$ cat src/common/qerv_pkg.sv
package qerv_pkg;

   // Datapath geometry
   localparam int W       = 4;
   localparam int XLEN    = 32;
   localparam int NIBBLES = XLEN / W;
   localparam int CNT_W   = 3;
   localparam int REG_AW  = 5;

   localparam logic [XLEN-1:0] RESET_PC = '0;

   typedef logic [W-1:0]      nibble_t;
   typedef logic [REG_AW-1:0] reg_addr_t;
   typedef logic [XLEN-1:0]   word_t;

   typedef enum logic [2:0] {
      ALU_ADD,
      ALU_SUB,
      ALU_AND,
      ALU_OR,
      ALU_XOR,
      ALU_PASS_B
   } alu_op_e;

   typedef enum logic [2:0] {
      OPC_OP,
      OPC_OP_IMM,
      OPC_LUI,
      OPC_BRANCH,
      OPC_OTHER
   } opcode_e;

   typedef enum logic [1:0] {
      IMM_I,
      IMM_B,
      IMM_U
   } imm_fmt_e;

   typedef enum logic [1:0] {
      ST_FETCH,
      ST_DECODE,
      ST_RFREQ,
      ST_RUN
   } state_e;

endpackage

$ cat src/common/qerv_dec_if.sv
interface qerv_dec_if;

   qerv_pkg::alu_op_e   alu_op;
   logic                op_b_imm;
   logic                rd_we;
   qerv_pkg::reg_addr_t rd_addr;
   qerv_pkg::reg_addr_t rs1_addr;
   qerv_pkg::reg_addr_t rs2_addr;
   logic                is_branch;
   logic                br_ne;
   qerv_pkg::imm_fmt_e  imm_fmt;

   modport decoder (
      output alu_op, op_b_imm, rd_we, rd_addr, rs1_addr, rs2_addr,
      output is_branch, br_ne, imm_fmt
   );

   modport state  (input rd_we);
   modport immdec (input imm_fmt);
   modport alu    (input alu_op, op_b_imm);
   modport ctrl   (input is_branch, br_ne);

endinterface

$ cat src/hdl/qerv_state.sv
module qerv_state (
   input  logic       clk,
   input  logic       i_rst_n,
   input  logic       i_ibus_ack,
   input  logic       i_rf_ready,
   output logic       o_ibus_cyc,
   output logic       o_rf_rreq,
   output logic       o_cnt_en,
   output logic       o_cnt_first,
   output logic       o_cnt_done,
   output logic       o_wen0,
   qerv_dec_if.state  dec
);

   qerv_pkg::state_e           state;
   logic [qerv_pkg::CNT_W-1:0] cnt;

   always_ff @(posedge clk or negedge i_rst_n) begin
      if (!i_rst_n) begin
         state      <= qerv_pkg::ST_FETCH;
         o_ibus_cyc <= 1'b0;
         o_rf_rreq  <= 1'b0;
         cnt        <= '0;
      end else begin
         case (state)
            qerv_pkg::ST_FETCH: begin
               // Hold cyc until the bus acks
               if (o_ibus_cyc && i_ibus_ack) begin
                  o_ibus_cyc <= 1'b0;
                  state      <= qerv_pkg::ST_DECODE;
               end else begin
                  o_ibus_cyc <= 1'b1;
               end
            end
            qerv_pkg::ST_DECODE: begin
               o_rf_rreq <= 1'b1;
               state     <= qerv_pkg::ST_RFREQ;
            end
            qerv_pkg::ST_RFREQ: begin
               if (i_rf_ready) begin
                  o_rf_rreq <= 1'b0;
                  cnt       <= '0;
                  state     <= qerv_pkg::ST_RUN;
               end
            end
            qerv_pkg::ST_RUN: begin
               cnt <= cnt + 1'b1;
               // Next fetch starts right after the last nibble
               if (o_cnt_done) begin
                  o_ibus_cyc <= 1'b1;
                  state      <= qerv_pkg::ST_FETCH;
               end
            end
            default: begin
               state <= qerv_pkg::ST_FETCH;
            end
         endcase
      end
   end

   assign o_cnt_en    = (state == qerv_pkg::ST_RUN);
   assign o_cnt_first = o_cnt_en && (cnt == '0);
   assign o_cnt_done  = o_cnt_en && (cnt == qerv_pkg::CNT_W'(qerv_pkg::NIBBLES - 1));

   // Write only while nibbles stream
   assign o_wen0 = o_cnt_en && dec.rd_we;

endmodule

$ cat src/hdl/qerv_decode.sv
module qerv_decode (
   input  logic            clk,
   input  logic            i_rst_n,
   input  logic            i_ibus_ack,
   input  qerv_pkg::word_t i_ibus_rdt,
   qerv_dec_if.decoder     dec
);

   qerv_pkg::word_t   ir;
   qerv_pkg::opcode_e opc;
   logic [2:0]        funct3;
   logic              f3_ok;
   logic              alu_class;

   always_ff @(posedge clk or negedge i_rst_n) begin
      if (!i_rst_n) begin
         ir <= '0;
      end else if (i_ibus_ack) begin
         ir <= i_ibus_rdt;
      end
   end

   assign funct3 = ir[14:12];

   always_comb begin
      case (ir[6:0])
         7'b0110011: opc = qerv_pkg::OPC_OP;
         7'b0010011: opc = qerv_pkg::OPC_OP_IMM;
         7'b0110111: opc = qerv_pkg::OPC_LUI;
         7'b1100011: opc = qerv_pkg::OPC_BRANCH;
         default:    opc = qerv_pkg::OPC_OTHER;
      endcase
   end

   // Shifts and set-less-than encodings leave f3_ok low
   always_comb begin
      dec.alu_op = qerv_pkg::ALU_ADD;
      f3_ok      = 1'b1;
      case (funct3)
         3'b000: begin
            if (opc == qerv_pkg::OPC_OP && ir[30]) begin
               dec.alu_op = qerv_pkg::ALU_SUB;
            end
         end
         3'b100: dec.alu_op = qerv_pkg::ALU_XOR;
         3'b110: dec.alu_op = qerv_pkg::ALU_OR;
         3'b111: dec.alu_op = qerv_pkg::ALU_AND;
         default: f3_ok = 1'b0;
      endcase
      if (opc == qerv_pkg::OPC_LUI) begin
         dec.alu_op = qerv_pkg::ALU_PASS_B;
      end
   end

   assign alu_class = (opc == qerv_pkg::OPC_OP) || (opc == qerv_pkg::OPC_OP_IMM);

   assign dec.rd_addr  = ir[11:7];
   assign dec.rs1_addr = ir[19:15];
   assign dec.rs2_addr = ir[24:20];

   assign dec.op_b_imm = (opc == qerv_pkg::OPC_OP_IMM) || (opc == qerv_pkg::OPC_LUI);
   assign dec.rd_we    = ((alu_class && f3_ok) || (opc == qerv_pkg::OPC_LUI)) &&
                         (ir[11:7] != '0);

   // BEQ and BNE only
   assign dec.is_branch = (opc == qerv_pkg::OPC_BRANCH) && (funct3[2:1] == 2'b00);
   assign dec.br_ne     = funct3[0];

   assign dec.imm_fmt = (opc == qerv_pkg::OPC_LUI)    ? qerv_pkg::IMM_U :
                        (opc == qerv_pkg::OPC_BRANCH) ? qerv_pkg::IMM_B :
                                                        qerv_pkg::IMM_I;

endmodule

$ cat src/hdl/qerv_immdec.sv
module qerv_immdec (
   input  logic              clk,
   input  logic              i_ibus_ack,
   input  qerv_pkg::word_t   i_ibus_rdt,
   input  logic              i_cnt_en,
   output qerv_pkg::nibble_t o_imm,
   qerv_dec_if.immdec        dec
);

   qerv_pkg::word_t imm_sr;
   qerv_pkg::word_t imm_word;
   logic            ack_q;

   // Rearranged from the raw word once the format is known
   always_comb begin
      case (dec.imm_fmt)
         qerv_pkg::IMM_B: begin
            imm_word = {{19{imm_sr[31]}}, imm_sr[31], imm_sr[7],
                        imm_sr[30:25], imm_sr[11:8], 1'b0};
         end
         qerv_pkg::IMM_U: begin
            imm_word = {imm_sr[31:12], 12'b0};
         end
         default: begin
            imm_word = {{20{imm_sr[31]}}, imm_sr[31:20]};
         end
      endcase
   end

   // Raw word lands at ack, formatted in the decode cycle,
   // then shifted out LSB nibble first
   always_ff @(posedge clk) begin
      ack_q <= i_ibus_ack;
      if (i_ibus_ack) begin
         imm_sr <= i_ibus_rdt;
      end else if (ack_q) begin
         imm_sr <= imm_word;
      end else if (i_cnt_en) begin
         imm_sr <= {{qerv_pkg::W{1'b0}}, imm_sr[qerv_pkg::XLEN-1:qerv_pkg::W]};
      end
   end

   assign o_imm = imm_sr[qerv_pkg::W-1:0];

endmodule

$ cat src/hdl/qerv_alu.sv
module qerv_alu (
   input  logic              clk,
   input  logic              i_cnt_en,
   input  logic              i_cnt_first,
   input  qerv_pkg::nibble_t i_rs1,
   input  qerv_pkg::nibble_t i_rs2,
   input  qerv_pkg::nibble_t i_imm,
   output qerv_pkg::nibble_t o_rd,
   output logic              o_eq,
   qerv_dec_if.alu           dec
);

   qerv_pkg::nibble_t    op_b;
   qerv_pkg::nibble_t    add_b;
   logic [qerv_pkg::W:0] sum;
   logic                 sub;
   logic                 carry_in;
   logic                 carry_q;
   logic                 eq_q;

   assign op_b = dec.op_b_imm ? i_imm : i_rs2;
   assign sub  = (dec.alu_op == qerv_pkg::ALU_SUB);

   // rs1 - b as rs1 + ~b + 1, the +1 entering at nibble 0
   assign add_b    = sub ? ~op_b : op_b;
   assign carry_in = i_cnt_first ? sub : carry_q;
   assign sum      = {1'b0, i_rs1} + {1'b0, add_b} + {{qerv_pkg::W{1'b0}}, carry_in};

   // Includes the current pair so the last nibble counts at the end of the run
   assign o_eq = (i_rs1 == i_rs2) && (i_cnt_first || eq_q);

   always_ff @(posedge clk) begin
      if (i_cnt_en) begin
         carry_q <= sum[qerv_pkg::W];
         eq_q    <= o_eq;
      end
   end

   always_comb begin
      case (dec.alu_op)
         qerv_pkg::ALU_AND:    o_rd = i_rs1 & op_b;
         qerv_pkg::ALU_OR:     o_rd = i_rs1 | op_b;
         qerv_pkg::ALU_XOR:    o_rd = i_rs1 ^ op_b;
         qerv_pkg::ALU_PASS_B: o_rd = op_b;
         default:              o_rd = sum[qerv_pkg::W-1:0];
      endcase
   end

endmodule

$ cat src/hdl/qerv_ctrl.sv
module qerv_ctrl (
   input  logic              clk,
   input  logic              i_rst_n,
   input  logic              i_cnt_en,
   input  logic              i_cnt_first,
   input  logic              i_cnt_done,
   input  qerv_pkg::nibble_t i_imm,
   input  logic              i_eq,
   output qerv_pkg::word_t   o_pc,
   qerv_dec_if.ctrl          dec
);

   qerv_pkg::nibble_t    pc_nib;
   qerv_pkg::nibble_t    inc;
   logic [qerv_pkg::W:0] p4_sum;
   logic [qerv_pkg::W:0] tgt_sum;
   logic                 p4_c;
   logic                 tgt_c;
   qerv_pkg::word_t      p4_sr;
   qerv_pkg::word_t      tgt_sr;
   qerv_pkg::word_t      p4_next;
   qerv_pkg::word_t      tgt_next;
   logic                 take;

   assign pc_nib = o_pc[qerv_pkg::W-1:0];
   assign inc    = i_cnt_first ? qerv_pkg::nibble_t'(4) : '0;

   // Two serial adders, carries cleared at nibble 0
   assign p4_sum  = {1'b0, pc_nib} + {1'b0, inc} +
                    {{qerv_pkg::W{1'b0}}, !i_cnt_first && p4_c};
   assign tgt_sum = {1'b0, pc_nib} + {1'b0, i_imm} +
                    {{qerv_pkg::W{1'b0}}, !i_cnt_first && tgt_c};

   assign p4_next  = {p4_sum[qerv_pkg::W-1:0], p4_sr[qerv_pkg::XLEN-1:qerv_pkg::W]};
   assign tgt_next = {tgt_sum[qerv_pkg::W-1:0], tgt_sr[qerv_pkg::XLEN-1:qerv_pkg::W]};

   assign take = dec.is_branch && (dec.br_ne ? !i_eq : i_eq);

   always_ff @(posedge clk) begin
      if (i_cnt_en) begin
         p4_c   <= p4_sum[qerv_pkg::W];
         tgt_c  <= tgt_sum[qerv_pkg::W];
         p4_sr  <= p4_next;
         tgt_sr <= tgt_next;
      end
   end

   // PC rotates through the run, new value lands on the last nibble
   always_ff @(posedge clk or negedge i_rst_n) begin
      if (!i_rst_n) begin
         o_pc <= qerv_pkg::RESET_PC;
      end else if (i_cnt_done) begin
         o_pc <= take ? tgt_next : p4_next;
      end else if (i_cnt_en) begin
         o_pc <= {pc_nib, o_pc[qerv_pkg::XLEN-1:qerv_pkg::W]};
      end
   end

endmodule

$ cat src/hdl/qerv_top.sv
module qerv_top (
   input  logic                clk,
   input  logic                i_rst_n,
   // Instruction bus
   output qerv_pkg::word_t     o_ibus_adr,
   output logic                o_ibus_cyc,
   input  qerv_pkg::word_t     i_ibus_rdt,
   input  logic                i_ibus_ack,
   // Register file
   output logic                o_rf_rreq,
   input  logic                i_rf_ready,
   output qerv_pkg::reg_addr_t o_rreg0,
   output qerv_pkg::reg_addr_t o_rreg1,
   input  qerv_pkg::nibble_t   i_rdata0,
   input  qerv_pkg::nibble_t   i_rdata1,
   output qerv_pkg::reg_addr_t o_wreg0,
   output logic                o_wen0,
   output qerv_pkg::nibble_t   o_wdata0
);

   logic              cnt_en;
   logic              cnt_first;
   logic              cnt_done;
   logic              alu_eq;
   qerv_pkg::nibble_t imm;

   qerv_dec_if dec ();

   qerv_state state (
      .clk         (clk),
      .i_rst_n     (i_rst_n),
      .i_ibus_ack  (i_ibus_ack),
      .i_rf_ready  (i_rf_ready),
      .o_ibus_cyc  (o_ibus_cyc),
      .o_rf_rreq   (o_rf_rreq),
      .o_cnt_en    (cnt_en),
      .o_cnt_first (cnt_first),
      .o_cnt_done  (cnt_done),
      .o_wen0      (o_wen0),
      .dec         (dec.state)
   );

   qerv_decode decode (
      .clk        (clk),
      .i_rst_n    (i_rst_n),
      .i_ibus_ack (i_ibus_ack),
      .i_ibus_rdt (i_ibus_rdt),
      .dec        (dec.decoder)
   );

   qerv_immdec immdec (
      .clk        (clk),
      .i_ibus_ack (i_ibus_ack),
      .i_ibus_rdt (i_ibus_rdt),
      .i_cnt_en   (cnt_en),
      .o_imm      (imm),
      .dec        (dec.immdec)
   );

   qerv_alu alu (
      .clk         (clk),
      .i_cnt_en    (cnt_en),
      .i_cnt_first (cnt_first),
      .i_rs1       (i_rdata0),
      .i_rs2       (i_rdata1),
      .i_imm       (imm),
      .o_rd        (o_wdata0),
      .o_eq        (alu_eq),
      .dec         (dec.alu)
   );

   qerv_ctrl ctrl (
      .clk         (clk),
      .i_rst_n     (i_rst_n),
      .i_cnt_en    (cnt_en),
      .i_cnt_first (cnt_first),
      .i_cnt_done  (cnt_done),
      .i_imm       (imm),
      .i_eq        (alu_eq),
      .o_pc        (o_ibus_adr),
      .dec         (dec.ctrl)
   );

   // Register indices come straight from the decoded word
   assign o_rreg0 = dec.rs1_addr;
   assign o_rreg1 = dec.rs2_addr;
   assign o_wreg0 = dec.rd_addr;

endmodule

$ cat config.mk
export PLATFORM = sky130hd
export DESIGN_NAME = qerv_top
export DESIGN_NICKNAME = d
export VERILOG_FILES = /design/src/common/qerv_pkg.sv /design/src/common/qerv_dec_if.sv /design/src/hdl/qerv_state.sv /design/src/hdl/qerv_decode.sv /design/src/hdl/qerv_immdec.sv /design/src/hdl/qerv_alu.sv /design/src/hdl/qerv_ctrl.sv /design/src/hdl/qerv_top.sv
export SDC_FILE = /design/constraint.sdc
export NUM_CORES = 1
export LEC_CHECK = 0
export BUFFER_PORTS_ARGS = -buffer_cell sky130_fd_sc_hd__buf_2
export CORE_AREA = 5 5 159 161
export DETAILED_ROUTE_END_ITERATION = 6
export DIE_AREA = 0 0 164 166
export GPL_ROUTABILITY_DRIVEN = 0
export PLACE_DENSITY = 0.53
export RECOVER_POWER = 100
export SETUP_SLACK_MARGIN = 0.2
export SYNTH_ARGS = -nofsm -noshare
export SYNTH_HDL_FRONTEND = slang
export SYNTH_SLANG_ARGS = --single-unit
$ cat constraint.sdc
create_clock -name clk -period 6.2 [get_ports clk]
set_input_delay 1.24 -clock clk [delete_from_list [all_inputs] [get_ports clk]]
set_output_delay 1.24 -clock clk [all_outputs]
set_load 0.01 [all_outputs]
# == Yosys cells after proc, flatten, opt, wreduce, memory -nomap -nowiden ==
# Index checks and enable logic that the tools add are counted.
# Widths: inputs -> output; s select.
# word_totals
reg_bits,171
in_bits,44
elab_cells,122
# op_classes
n_addsub,7
n_eq_ne,27
n_mux,31
bitwise_logic,4
n_reduce_logical,37
# ops
cell,n
$mux 32,6
$pmux 31 s2,1
$pmux 3 s4,2
$eq 3x3->1 const B,6
$pmux 4 s4,1
$add 4x4->5,3
$add 5x1->5,3
$eq 7x6->1 const B,2
$eq 3x2->1 const B,4
$logic_and 1x1->1,12
$reduce_and 2->1,5
$reduce_bool 2->1,5
$logic_not 3->1,3
$mux 3,3
$mux 1,8
$mux 2,4
$mux 4,2
$pmux 2 s4,1
$eq 7x5->1 const B,1
$eq 7x7->1 const B,1
$eq 2x2->1 const B,3
$eq 3x1->1 const B,2
$ne 2x2->1 const B,3
$pmux 3 s2,1
other kinds (17),24

# == Logic depth before layout (Yosys ltp) ==
# Gate-level depths: netlist of the first run.
# logic_depth
depth_word,12
mapped_depth,11
mapped_depth_nobuf,11

# == By module ==
# From an unflattened synthesis of the first run, not the netlist that was laid out.
# unflattened
hier_cells,634
area_unflattened_um2,7878.8
# modules_own_cells
module,n_inst,cells_per_inst,area_each_um2,seq_area_each_um2
qerv_ctrl,1,268,3812.4,2542.4
qerv_immdec,1,148,1676.6,980.9
qerv_decode,1,91,1227.4,650.6
qerv_alu,1,84,720.7,60.1
qerv_state,1,43,441.7,175.2

# == Worst setup path before layout of the first run ==
# OpenSTA, ideal clock, no wires.
# synth_path
path_kind,flip-flop to output port
start,register state.state[0]
end,output o_wdata0[1]
t_arrival_ps,3929
t_required_ps,4960
setup_slack_ps,1031
path_stages_with_launch,11
n_path_buf,0
path_cell_list,dfrtp_1 ha_1 nand3b_1 nor3_1 a21oi_1 fa_1 inv_1 fa_1 a21oi_1 a21oi_1 mux2_2
# synth_between
elab_chain_len,5
# synth_lines
element,line_no,text
start: declaration,qerv_state.sv:15,qerv_pkg::state_e state;
start signal: assignment,qerv_state.sv:20,state <= qerv_pkg::ST_FETCH;
start signal: assignment,qerv_state.sv:30,state <= qerv_pkg::ST_DECODE;
start signal: assignment,qerv_state.sv:37,state <= qerv_pkg::ST_RFREQ;
$eq 2x2->1,qerv_state.sv:61,assign o_cnt_en = (state == qerv_pkg::ST_RUN);
$logic_and 1x1->1,qerv_state.sv:62,assign o_cnt_first = o_cnt_en && (cnt == '0);
$mux 1,qerv_alu.sv:26,assign carry_in = i_cnt_first ? sub : carry_q;
$add 5x1->5,qerv_alu.sv:27,"assign sum = {1'b0, i_rs1} + {1'b0, add_b} + {{qerv_pkg::W{1'b0}}, carry_in};"
$pmux 4 s4,qerv_alu.sv:40,case (dec.alu_op)
end: declaration,qerv_top.sv:18,output qerv_pkg::nibble_t o_wdata0
# Every way passes these cells.

# == Final worst setup path of the first run ==
# layout_path
start,register decode.ir[3]
end,output o_wdata0[1]
# layout_between
elab_chain_len,12
word_cells_on_any_way,28
cone_classes,2 x add/sub; 11 x eq/ne; 8 x mux; 4 x bitwise; 3 x reduce/logical
# layout_lines
element,line_no,text
start: declaration,qerv_decode.sv:9,qerv_pkg::word_t ir;
start signal: assignment,qerv_decode.sv:19,ir <= i_ibus_rdt;
$eq 7x7->1 (tied with other cells),qerv_decode.sv:26,case (ir[6:0])
$pmux 3 s4 (*),qerv_decode.sv:26,
$logic_not 3->1,qerv_decode.sv:41,if (opc == qerv_pkg::OPC_OP && ir[30]) begin
$logic_and 1x1->1,qerv_decode.sv:41,
$mux 1,qerv_decode.sv:41,
$pmux 3 s4,qerv_decode.sv:39,case (funct3)
$mux 3,qerv_decode.sv:50,if (opc == qerv_pkg::OPC_LUI) begin
$eq 3x1->1,qerv_alu.sv:22,assign sub = (dec.alu_op == qerv_pkg::ALU_SUB);
$mux 4,qerv_alu.sv:25,assign add_b = sub ? ~op_b : op_b;
$add 4x4->5,qerv_alu.sv:27,
$add 5x1->5,qerv_alu.sv:27,
$pmux 4 s4 (*),qerv_alu.sv:40,
# Mark *: on every way between the ends. The rest lies on a longest branch, timed or not.

==> results of run 1 <==
[path summary, 6_finish.rpt]
path,start,cells past startpoint,slack (ns),endpoint
setup / recovery,decode.ir[3]$_DFFE_PN0P_,12,1.27,o_wdata0[1]
hold / removal,ctrl.p4_sr[20]$_DFFE_PP_,0,0.44,ctrl.p4_sr[16]$_DFFE_PP_
setup reg to reg,state.state[0]$_DFFE_PN0P_,4,1.74,state.cnt[2]$_DFFE_PN0P_
hold reg to reg,ctrl.p4_sr[20]$_DFFE_PP_,0,0.44,ctrl.p4_sr[16]$_DFFE_PP_
max in group asynchronous,i_rst_n,1,1.82,state.o_rf_rreq$_DFFE_PN0P_
min in group asynchronous,i_rst_n,1,2.16,ctrl.o_pc[11]$_DFFE_PN0P_
[metrics by stage]
step | worst slack (ns) | cells | util, % | power [W]
after floorplan | 1.03 | 682 | - | 0.00210
after global placement | 1.65 | 1050 | 36.7 | 0.00236
after detailed placement | 1.70 | 1050 | 36.7 | 0.00237
after CTS | 1.23 | 1082 | 39.1 | 0.00341
after global routing | 0.956 | 1082 | 38.5 | 0.00356
final | 1.27 | 1082 | 38.5 | 0.00336
[cells in the mapped netlist, drive strengths merged (9+ instances only)]
library cell  count  area share (%)
nor2             12            0.55
edfxtp           92              34
nand2            51             2.4
o21ai            86             5.3
ha               24             3.7
mux2             22             3.0
o211ai           63             9.5
a221o            20             2.5
inv              62             2.9
a21oi            24             1.5
clkbuf           30             1.5
a21o              9            0.83
buf              31             3.3
dfrtp            65              20
[where the power goes]
part           internal, W  total, W  switching, W
sequential         0.00144   0.00161      0.000167
combinational     0.000273  0.000707      0.000433
clock             0.000566   0.00104      0.000472
[metal layers]
metal	global-route usage [%]	vias up	share of wire, %
met2	22.2	111	47
met5	0	-	0.038
met3	3.20	17	4.7
met4	3.87	2	1.1
met1	19.8	2650	47
li1	-	2602	-
[cell usage in the layout, fill, tap and decap left out, types with 15 or more instances in the layout]
cell	instances
a21oi_1	24
a221o_1	20
buf_2	41
clkbuf_1	60
clkbuf_16	17
dfrtp_1	65
edfxtp_1	92
ha_1	23
inv_1	62
mux2_2	22
nand2_1	50
o211ai_1	15
o211ai_2	48
o21ai_0	86
[logic make-up after synthesis]
logic type	count (synthesis)
AOI/OAI and AO/OA	218
muxes	29
xor gates and xnor gates	13
adders and majority gates	28
DFF	158
and+or+nand+nor	113
buffers and inverters	123
[final cells by class]
class	count	area [um^2]
fillers	2380	14600
clock inverters	15	150
inverters	62	233
clock buffers	17	425
repair buffers	105	460
well taps	324	405
flip-flops and latches	158	4410
multi-input cells	401	3090
[state kept, by name (all words and copies together), names as in the netlist, 2 cells and up]
signal	flops
ctrl.p4_sr	28
ctrl.tgt_sr	28
immdec.imm_sr	32
state.cnt	3
ctrl.o_pc	32
state.state	2
decode.ir	26
==> run_results.csv, run 1 <==
group,metric,value,unit
timing,finalHoldViolCount,0,
timing,slew_violations,252,
die,fp.dieW,164,um
synth,synthCells,682,
setup_path,path_cells,"and3b_1 > nand3_1 > nor2_1 > mux2i_1 > xor2_1 > fa_1 > inv_1 > fa_1 > a21oi_1 > a21oi_1 > mux2_2 > clkbuf_1",
route,drt_iter0_drc,307,
synth,ys_seq_elements,158,
layout,syn_to_final_growth,12.4,%
route,wl_per_cell,17.2,um
setup_path,max_stage_delay,0.44,ns
layout,insertedDiodeCount,0,
synth,synth_xor_area_share,1.39,%
timing,fin_skew,0.00902,ns
timing,setup_viol,0,
timing,max_freq,0.203,GHz
route,vias_per_cell,4.97,
setup_path,worst_path_max_delay_cell,"nor2_1",
setup_path,critPathMaxFanout,4,
clocking,cts_buffers,17,
timing,timing.final.crit_share,79.5,%
place,placed_cell_area,8750,um^2
run,maxCapViolations,4,
timing,rsz0062_at_grt,"no",
synth,syn_area_per_cell,12.0,um^2
synth,yosys.area_share.simple,6.99,%
synth,synth_fp_nets,754,
die,die_area,27200,um^2
synth,synth_compound_area_share,21.4,%
route,routed_wl,18.6,mm
timing,relSlewSlack,-162,%
clocking,cts_resized,0,
synth,synth_fa_ha_area_share,4.66,%
timing,fin_tns_setup,0,ns
timing,fin_crit,4.93,ns
layout,drive_above_1_share,20.1,%
power,leakagePower,3.59,nW
clocking,cts.clk_slew.worst_paths,0.07,ns
global_route,grt_first_pass_wirelength,30.5,mm
global_route,grt_pass1_vias,5596,
synth,synthMuxAreaShare,3.94,%
layout,fin_area,9170,um^2
clocking,root_buffer,"clkbuf_16",
power,vdd_ir_drop_max,165,uV
clocking,tritoncts,"done",
synth,synth_edf_count,92,
global_route,grt_max_degree,80,
global_route,grt_overflow_total,0,
timing,hold_slack,0.439,ns
clocking,insertion_delay,0.43,ns
route,postRouteAntennaNets,0,
synth,synth_warnings,0,
synth,ys_async_sr_fraction,41.1,%
route,drt_first_pass_iters,4,
place,port_buffers,97,
die,core-area,23800,um^2
layout,fin_nets,817,
outcome,status,"finished, violations left",
synth,ys_seq_area_share,54.0,%
outcome,violations,"capacitance limit, slew limit",
timing,tightest_slew,3.93,ns
clocking,clockBufferDepth,2,
route,num_vias,5382,
setup_path,end_kind,"output pin",
setup_path,path_buf_inv,2,
setup_path,critPathLaunchType,"register",
setup_path,worstPathRequired,4.96,ns
die,fp.dieH,166,um
setup_path,critPathArrivalTime,3.69,ns
power,power_density,366,nW/um^2
setup_path,critPathTopFamily,"simple AND/OR/NAND/NOR gates",
place,hpwl,12.2,mm
die,start_util,34.3,%
clocking,h-tree-depth,4,
synth,ys_types,52,
global_route,track_usage,14.1,%
synth,synth_ff_type,"edfxtp_1",
die,row_count,57,
clocking,cts_hold_buf,0,
synth,synth_top_family_by_area,"compound AO/OA/AOI/OAI gates",
worst_hold_path,hold_path_class,"reg -> reg",
setup_path,worstSetupPathType,"reg -> out",
global_route,antenna_found_initial,1,
die,num_io_pins,98,
route,drc,0,
clocking,clock_sinks,158,
clocking,cts_setup_buffers,0,
synth,synth_area,8160,um^2
No activity file was read; power rests on OpenSTA's default activity.
==> run 2, diff against run 1 <==
--- a/config.mk
+++ b/config.mk
@@ -5,10 +5,11 @@
 export SDC_FILE = /design/constraint.sdc
 export NUM_CORES = 1
 export LEC_CHECK = 0
+export ABC_AREA = 1
 export BUFFER_PORTS_ARGS = -buffer_cell sky130_fd_sc_hd__buf_2
-export CORE_AREA = 5 5 159 161
+export CORE_AREA = 5 5 158 160
 export DETAILED_ROUTE_END_ITERATION = 6
-export DIE_AREA = 0 0 164 166
+export DIE_AREA = 0 0 163 165
 export GPL_ROUTABILITY_DRIVEN = 0
 export PLACE_DENSITY = 0.53
 export RECOVER_POWER = 100
==> constraint.sdc (replaced) <==
create_clock -name clk -period 4.8 [get_ports clk]
set_input_delay 0.96 -clock clk [delete_from_list [all_inputs] [get_ports clk]]
set_output_delay 0.96 -clock clk [all_outputs]
set_load 0.01 [all_outputs]
==> run 2 against run 1 <==
  * The flow still finishes with violations (capacitance limit, slew limit)
  * Power grew 49%
  * Register-to-register slack got worse by 0.98 ns
  * Critical path depth grew 3
  * Global-route usage rose by 0.45 points
  * Clock power up 35%
  * Count of clock-buffer cells in the layout unchanged
  * Largest cell class unchanged
==> run_results.csv, run 2 <==
group,metric,value,unit
route,drt_first_pass_iters,6,
place,hpwl,12.9,mm
clocking,cts_hold_buf,0,
layout,drive_above_1_share,9.54,%
setup_path,critPathTopFamily,"adder cells",
run,maxCapViolations,4,
layout,biggestRegsByFlops,"ctrl.o_pc x32, immdec.imm_sr x32",
timing,tightest_slew,2.20,ns
synth,netlist_top_cells_count,"198 x inv_1, 184 x nand2_1, 92 x edfxtp_1",
die,num_io_pins,98,
power,clkPwrFrac,28.1,%
timing,fin_crit,4.31,ns
synth,synth_top_area_share,34.5,%
synth,synthCells,881,
clocking,insertion_delay,0.43,ns
clocking,root_buffer,"clkbuf_16",
synth,yosysTopAreaCell,"edfxtp_1",
clocking,cts.clk_slew.worst_paths,0.07,ns
synth,synth_ff_type,"edfxtp_1",
timing,fin_skew,0.0133,ns
synth,ys_types,36,
synth,ys_top_cells_by_area,"edfxtp_1 34%, dfrtp_1 20%, inv_1 9.3%",
power,power_density,544,nW/um^2
timing,fin_ws,0.493,ns
clocking,clock_sinks,158,
synth,synth_warnings,0,
timing,rsz0062_at_grt,"no",
layout,finalNonFillerCells,1283,
setup_path,worst_path_max_delay_cell,"o21ai_0",
setup_path,max_stage_delay,0.41,ns
setup_path,crit_top_cell,"nand2_1",
worst_hold_path,hold_start,"ctrl.tgt_sr[17]$_DFFE_PP_",
timing,fin_tns_setup,0,ns
setup_path,path_buf_inv,4,
place,dp_cells,1251,
power,leakagePower,4.32,nW
route,wl_per_cell,14.8,um
layout,insertedDiodeCount,0,
global_route,grt_max_degree,70,
place,port_buffers,97,
synth,ys_async_sr_fraction,41.1,%
route,postRouteAntennaNets,0,
global_route,antenna_found_initial,0,
die,die_area,26900,um^2
synth,syn_area_per_cell,9.09,um^2
setup_path,reg2reg_depth,11,
timing,max_freq,0.232,GHz
setup_path,regToRegEndpoint,"ctrl.o_pc[29]$_DFFE_PN0P_",
synth,ys_seq_area_share,55.1,%
route,num_vias,5911,
timing,relSlewSlack,-46.6,%
clocking,cts_buffers,17,
setup_path,rr_startpoint,"state.state[0]$_DFFE_PN0P_",
setup_path,critPathMaxFanout,21,
layout,fin_area,9180,um^2
timing,finalHoldViolCount,0,
worst_hold_path,whs_endpoint,"ctrl.tgt_sr[13]$_DFFE_PP_",
setup_path,r2r_slack,0.76,ns
die,row_count,56,
timing,slew_violations,218,
outcome,status,"finished, violations left",
clocking,clockBufferDepth,2,
power,vdd_ir_drop_max,313,uV
global_route,grt_overflow_total,0,
layout,syn_to_final_growth,14.7,%
layout,final_common_cell,"inv_1",
place,placed_cell_area,8680,um^2
route,routed_wl,19.0,mm
place,pre_cts_slack,1.05,ns
route,drt_iter0_drc,485,
power,seqPwrFrac,45.6,%
clocking,cts_setup_buffers,0,
synth,synth_area,8010,um^2
clocking,cts_resized,0,
die,fp.dieW,163,um
setup_path,critPathLaunchType,"register",
route,drc,0,
setup_path,worst-path-stages,15,
die,start_util,34.4,%
timing,timing.final.crit_share,89.7,%
clocking,h-tree-depth,4,
die,core-area,23300,um^2
global_route,grt_first_pass_wirelength,30.9,mm
outcome,violations,"capacitance limit, slew limit",
setup_path,critPathArrivalTime,3.35,ns
clocking,tritoncts,"done",
timing,setup_viol,0,
global_route,track_usage,14.6,%
synth,synth_fp_nets,953,
route,vias_per_cell,4.61,
synth,ys_seq_elements,158,
power,power_frac_comb,26.4,%
setup_path,worstPathRequired,3.84,ns
power,p_int,0.00322,W
timing,hold_slack,0.441,ns
die,fp.dieH,165,um
layout,final_cell_mix,"198 x inv_1, 184 x nand2_1, 92 x edfxtp_1",
layout,nFillCells,2423,
synth,yosys.cell_count.top_type,"inv_1",
setup_path,end_kind,"output pin",
global_route,grt_pass1_vias,5826,
synth,synth_edf_count,92,
worst_hold_path,hold_path_class,"reg -> reg",
power,p_switching,0.00177,W
setup_path,worstSetupPathType,"reg -> out",
worst_hold_path,min_path_cells,0,
layout,fin_nets,1023,
power,switching_share,35.5,%
setup_path,path_cells,"nand2_1 > nor3_1 > nand2_1 > buf_4 > nand2_1 > o21ai_0 > inv_1 > nand2_1 > nand2_1 > fa_1 > inv_1 > fa_1 > nand2_1 > nand3_1 > clkbuf_1",
-- run 2: cell count changes after synthesis, moves of 36 or more --
cell	change
inv_1	+136
nand4_1	+40
nand2_1	+134
nand3_1	+75
o211ai_2	-60
o21ai_0	-52
o22ai_1	+36
-- run 2: layout make-up --
cell class | count | area [um^2] | area share, %
sequential | 158 | 4410 | 48.0
multi-input combinational | 471 | 2560 | 27.8
inverter | 201 | 754 | 8.22
timing repair buffer | 102 | 445 | 4.85
clock buffer | 17 | 425 | 4.63
tap | 319 | 399 | 4.35
clock inverter | 15 | 193 | 2.10
-- run 2: per-layer routing --
metal	up-vias	track usage [%]	part of all wire (%)
met5	-	0	0
met4	0	3.58	0.81
met3	12	3.12	3.9
met2	118	23.6	46
met1	2782	20.2	49
li1	2999	-	-
-- run 2: how the worst max path moves through the flow --
stage / start / end / slack [ns]
after detailed placement: i_rdata1[0] / o_wdata0[1] / 1.05
after global routing: state.state[0]$_DFFE_PN0P_ / ctrl.o_pc[13]$_DFFE_PN0P_ / 0.21
final: decode.ir[1]$_DFFE_PN0P_ / o_wdata0[1] / 0.49
after floorplan: state.state[0]$_DFFE_PN0P_ / o_wdata0[1] / 0.33
after CTS: decode.ir[1]$_DFFE_PN0P_ / o_wdata0[1] / 0.61
after global placement: i_rdata1[0] / o_wdata0[1] / 1.07
-- run 2: worst reg2reg max path, cell delays in order, from the launching register on --
cell and delay [ns]:
dfrtp_1 0.42, ha_4 0.43, nand2_1 0.15, nor2_1 0.37, nor2_1 0.08, nor2_1 0.20, nand2_2 0.08, nand2_2 0.54
nand3_1 1.15, nand2_1 0.29, nand3_1 0.16, nand2_1 0.12
-- run 2: through the flow --
step	total power [W]	utilization [%]
floorplan	0.00321	-
global placement	0.00366	37.3
detailed placement	0.00368	37.3
CTS	0.00509	40.0
global route	0.00534	39.5
finish	0.00499	39.5
-- run 2: cells by family after synthesis --
family                   Yosys count  synth area share [%]
buffers and inverters            252                  12.8
XOR/XNOR                           5                 0.547
adder cells (fa/ha/maj)           28                  4.75
AND/OR/NAND/NOR                  338                  19.6
AO/OA/AOI/OAI                    100                  7.20
flip-flops                       158                  55.1
-- run 2: power by group through the flow --
stage          logic (W)  clock network [W]  registers, W
6_report         0.00132            0.00140       0.00228
5_1_grt          0.00153            0.00148       0.00234
4_1_cts          0.00139            0.00143       0.00227
3_5_place_dp     0.00138                  0       0.00230
3_3_place_gp     0.00137                  0       0.00228
2_1_floorplan   0.000931                  0       0.00228
==> run 3, diff against run 2 <==
==> constraint.sdc (replaced) <==
create_clock -name clk -period 4.89 [get_ports clk]
set_input_delay 0.978 -clock clk [delete_from_list [all_inputs] [get_ports clk]]
set_output_delay 0.978 -clock clk [all_outputs]
set_load 0.01 [all_outputs]
==> run 3 against run 2 <==
  * The run still ends with capacitance limit, slew limit left
  * Sequential power about the same
  * Largest power group unchanged
  * Core utilization about the same
  * Critical endpoint unchanged
  * Sequential cell count unchanged
==> run_results.csv, run 3 (same netlist as run 2, synthesis figures left out) <==
group,metric,value,unit
timing,max_freq,0.231,GHz
place,port_buffers,97,
layout,fin_area,9180,um^2
timing,fin_tns_setup,0,ns
setup_path,end_kind,"output pin",
power,seqPwrFrac,46.0,%
die,core-area,23300,um^2
timing,finalHoldViolCount,0,
clocking,clockBufferDepth,2,
timing,rsz0062_at_grt,"no",
route,drt_iter0_drc,412,
worst_hold_path,hold_start,"ctrl.tgt_sr[17]$_DFFE_PP_",
route,wl_per_cell,14.9,um
power,power_density,532,nW/um^2
clocking,root_buffer,"clkbuf_16",
worst_hold_path,min_path_cells,0,
layout,final_common_cell,"inv_1",
route,drc,0,
clocking,h-tree-depth,4,
die,die_area,26900,um^2
timing,timing.final.crit_share,88.5,%
clocking,clock_sinks,158,
setup_path,reg2reg_depth,11,
setup_path,max_stage_delay,0.43,ns
route,postRouteAntennaNets,0,
timing,fin_crit,4.33,ns
power,vdd_ir_drop_max,267,uV
setup_path,worstPathRequired,3.91,ns
clocking,cts.clk_slew.worst_paths,0.07,ns
power,leakagePower,4.32,nW
place,placed_cell_area,8680,um^2
die,fp.dieW,163,um
global_route,grt_overflow_total,0,
timing,tightest_slew,3.50,ns
setup_path,rr_startpoint,"state.state[0]$_DFFE_PN0P_",
power,switching_share,36.0,%
die,start_util,34.4,%
route,routed_wl,19.1,mm
setup_path,path_cells,"nand2_1 > nor3_1 > nand2_1 > buf_4 > nand2_1 > o21ai_0 > inv_1 > nand2_1 > nand2_1 > fa_1 > inv_1 > fa_1 > nand2_1 > nand3_1 > clkbuf_1",
clocking,cts_hold_buf,0,
layout,nFillCells,2451,
global_route,track_usage,14.7,%
power,p_int,0.00313,W
global_route,antenna_found_initial,0,
route,drt_first_pass_iters,5,
timing,setup_viol,0,
clocking,insertion_delay,0.43,ns
worst_hold_path,whs_endpoint,"ctrl.tgt_sr[13]$_DFFE_PP_",
power,total_power,0.00489,W
die,num_io_pins,98,
layout,insertedDiodeCount,0,
setup_path,worst_path_max_delay_cell,"o21ai_0",
setup_path,critPathLaunchType,"register",
setup_path,critPathMaxFanout,21,
place,hpwl,13.0,mm
layout,syn_to_final_growth,14.7,%
run,maxCapViolations,4,
power,power_frac_comb,26.5,%
die,row_count,56,
timing,fin_skew,0.0186,ns
layout,finalNonFillerCells,1283,
timing,relSlewSlack,-133,%
global_route,grt_max_degree,70,
timing,slew_violations,218,
setup_path,critPathArrivalTime,3.35,ns
place,dp_cells,1251,
layout,fin_nets,1023,
die,fp.dieH,165,um
layout,biggestRegsByFlops,"ctrl.o_pc x32, immdec.imm_sr x32",
global_route,grt_first_pass_wirelength,31.2,mm
power,clkPwrFrac,27.6,%
route,num_vias,6035,
global_route,grt_pass1_vias,5914,
route,vias_per_cell,4.70,
outcome,violations,"capacitance limit, slew limit",
setup_path,r2r_slack,0.75,ns
layout,final_cell_mix,"198 x inv_1, 184 x nand2_1, 92 x edfxtp_1",
power,p_switching,0.00176,W
layout,drive_above_1_share,9.44,%
clocking,cts_buffers,17,
setup_path,crit_top_cell,"nand2_1",
worst_hold_path,hold_path_class,"reg -> reg",
setup_path,worstSetupPathType,"reg -> out",
outcome,status,"finished, violations left",
clocking,tritoncts,"done",
clocking,cts_resized,0,
setup_path,regToRegEndpoint,"ctrl.o_pc[29]$_DFFE_PN0P_",
clocking,cts_setup_buffers,0,
[run 3: routing by layer]
layer	up-vias	part of all wire (%)	global-route usage (%)
met1	2879	47	20.4
met3	9	4.6	2.47
met2	146	47	24.1
li1	3001	-	-
met5	-	0	0
met4	0	0.69	3.55
[run 3: power groups by stage]
stage / registers, W / clock network (W) / logic (W)
finish: 0.00225 / 0.00135 / 0.00129
CTS: 0.00223 / 0.00138 / 0.00137
detailed placement: 0.00226 / 0 / 0.00137
floorplan: 0.00224 / 0 / 0.000914
global route: 0.00231 / 0.00143 / 0.00150
global placement: 0.00224 / 0 / 0.00135
[run 3: layout make-up]
cell class | instances | area, um^2 | area share (%)
Inverter | 201 | 754 | 8.22
Sequential cell | 158 | 4410 | 48.0
Timing Repair Buffer | 102 | 444 | 4.84
Clock inverter | 15 | 193 | 2.10
Clock buffer | 17 | 425 | 4.63
Tap cell | 319 | 399 | 4.35
Multi-Input combinational cell | 471 | 2560 | 27.9
[run 3: worst max-delay path by stage]
stage                                          start                        end  slack, ns  depth (start not counted)
final                       decode.ir[1]$_DFFE_PN0P_                o_wdata0[1]       0.56                         15
after global routing      state.state[0]$_DFFE_PN0P_  ctrl.o_pc[25]$_DFFE_PN0P_       0.25                         11
after CTS                   decode.ir[1]$_DFFE_PN0P_                o_wdata0[1]       0.69                         15
after detailed placement                 i_rdata1[0]                o_wdata0[1]       1.09                         12
after global placement                   i_rdata1[0]                o_wdata0[1]       1.11                         12
after floorplan           state.state[0]$_DFFE_PN0P_                o_wdata0[1]       0.40                          9
[run 3: stage by stage]
| stage | hold slack (ns) | utilization, % | setup slack [ns] |
|---|---|---|---|
| 2_1_floorplan | 0.426 | - | 0.402 |
| 3_3_place_gp | 0.428 | 37.3 | 1.11 |
| 3_5_place_dp | 0.432 | 37.3 | 1.09 |
| 4_1_cts | 0.441 | 40.0 | 0.686 |
| 5_1_grt | 0.455 | 39.5 | 0.247 |
| 6_report | 0.438 | 39.5 | 0.562 |
[run 3: critical path: cells and delay by family, from the launching register on]
| kind | cells | cell delay (ns) |
|---|---|---|
| fa+ha+maj | 2 | 0.79 |
| simple gates | 8 | 0.72 |
| buf+inv | 4 | 0.60 |
| compound gates | 1 | 0.43 |
| flops | 1 | 0.38 |
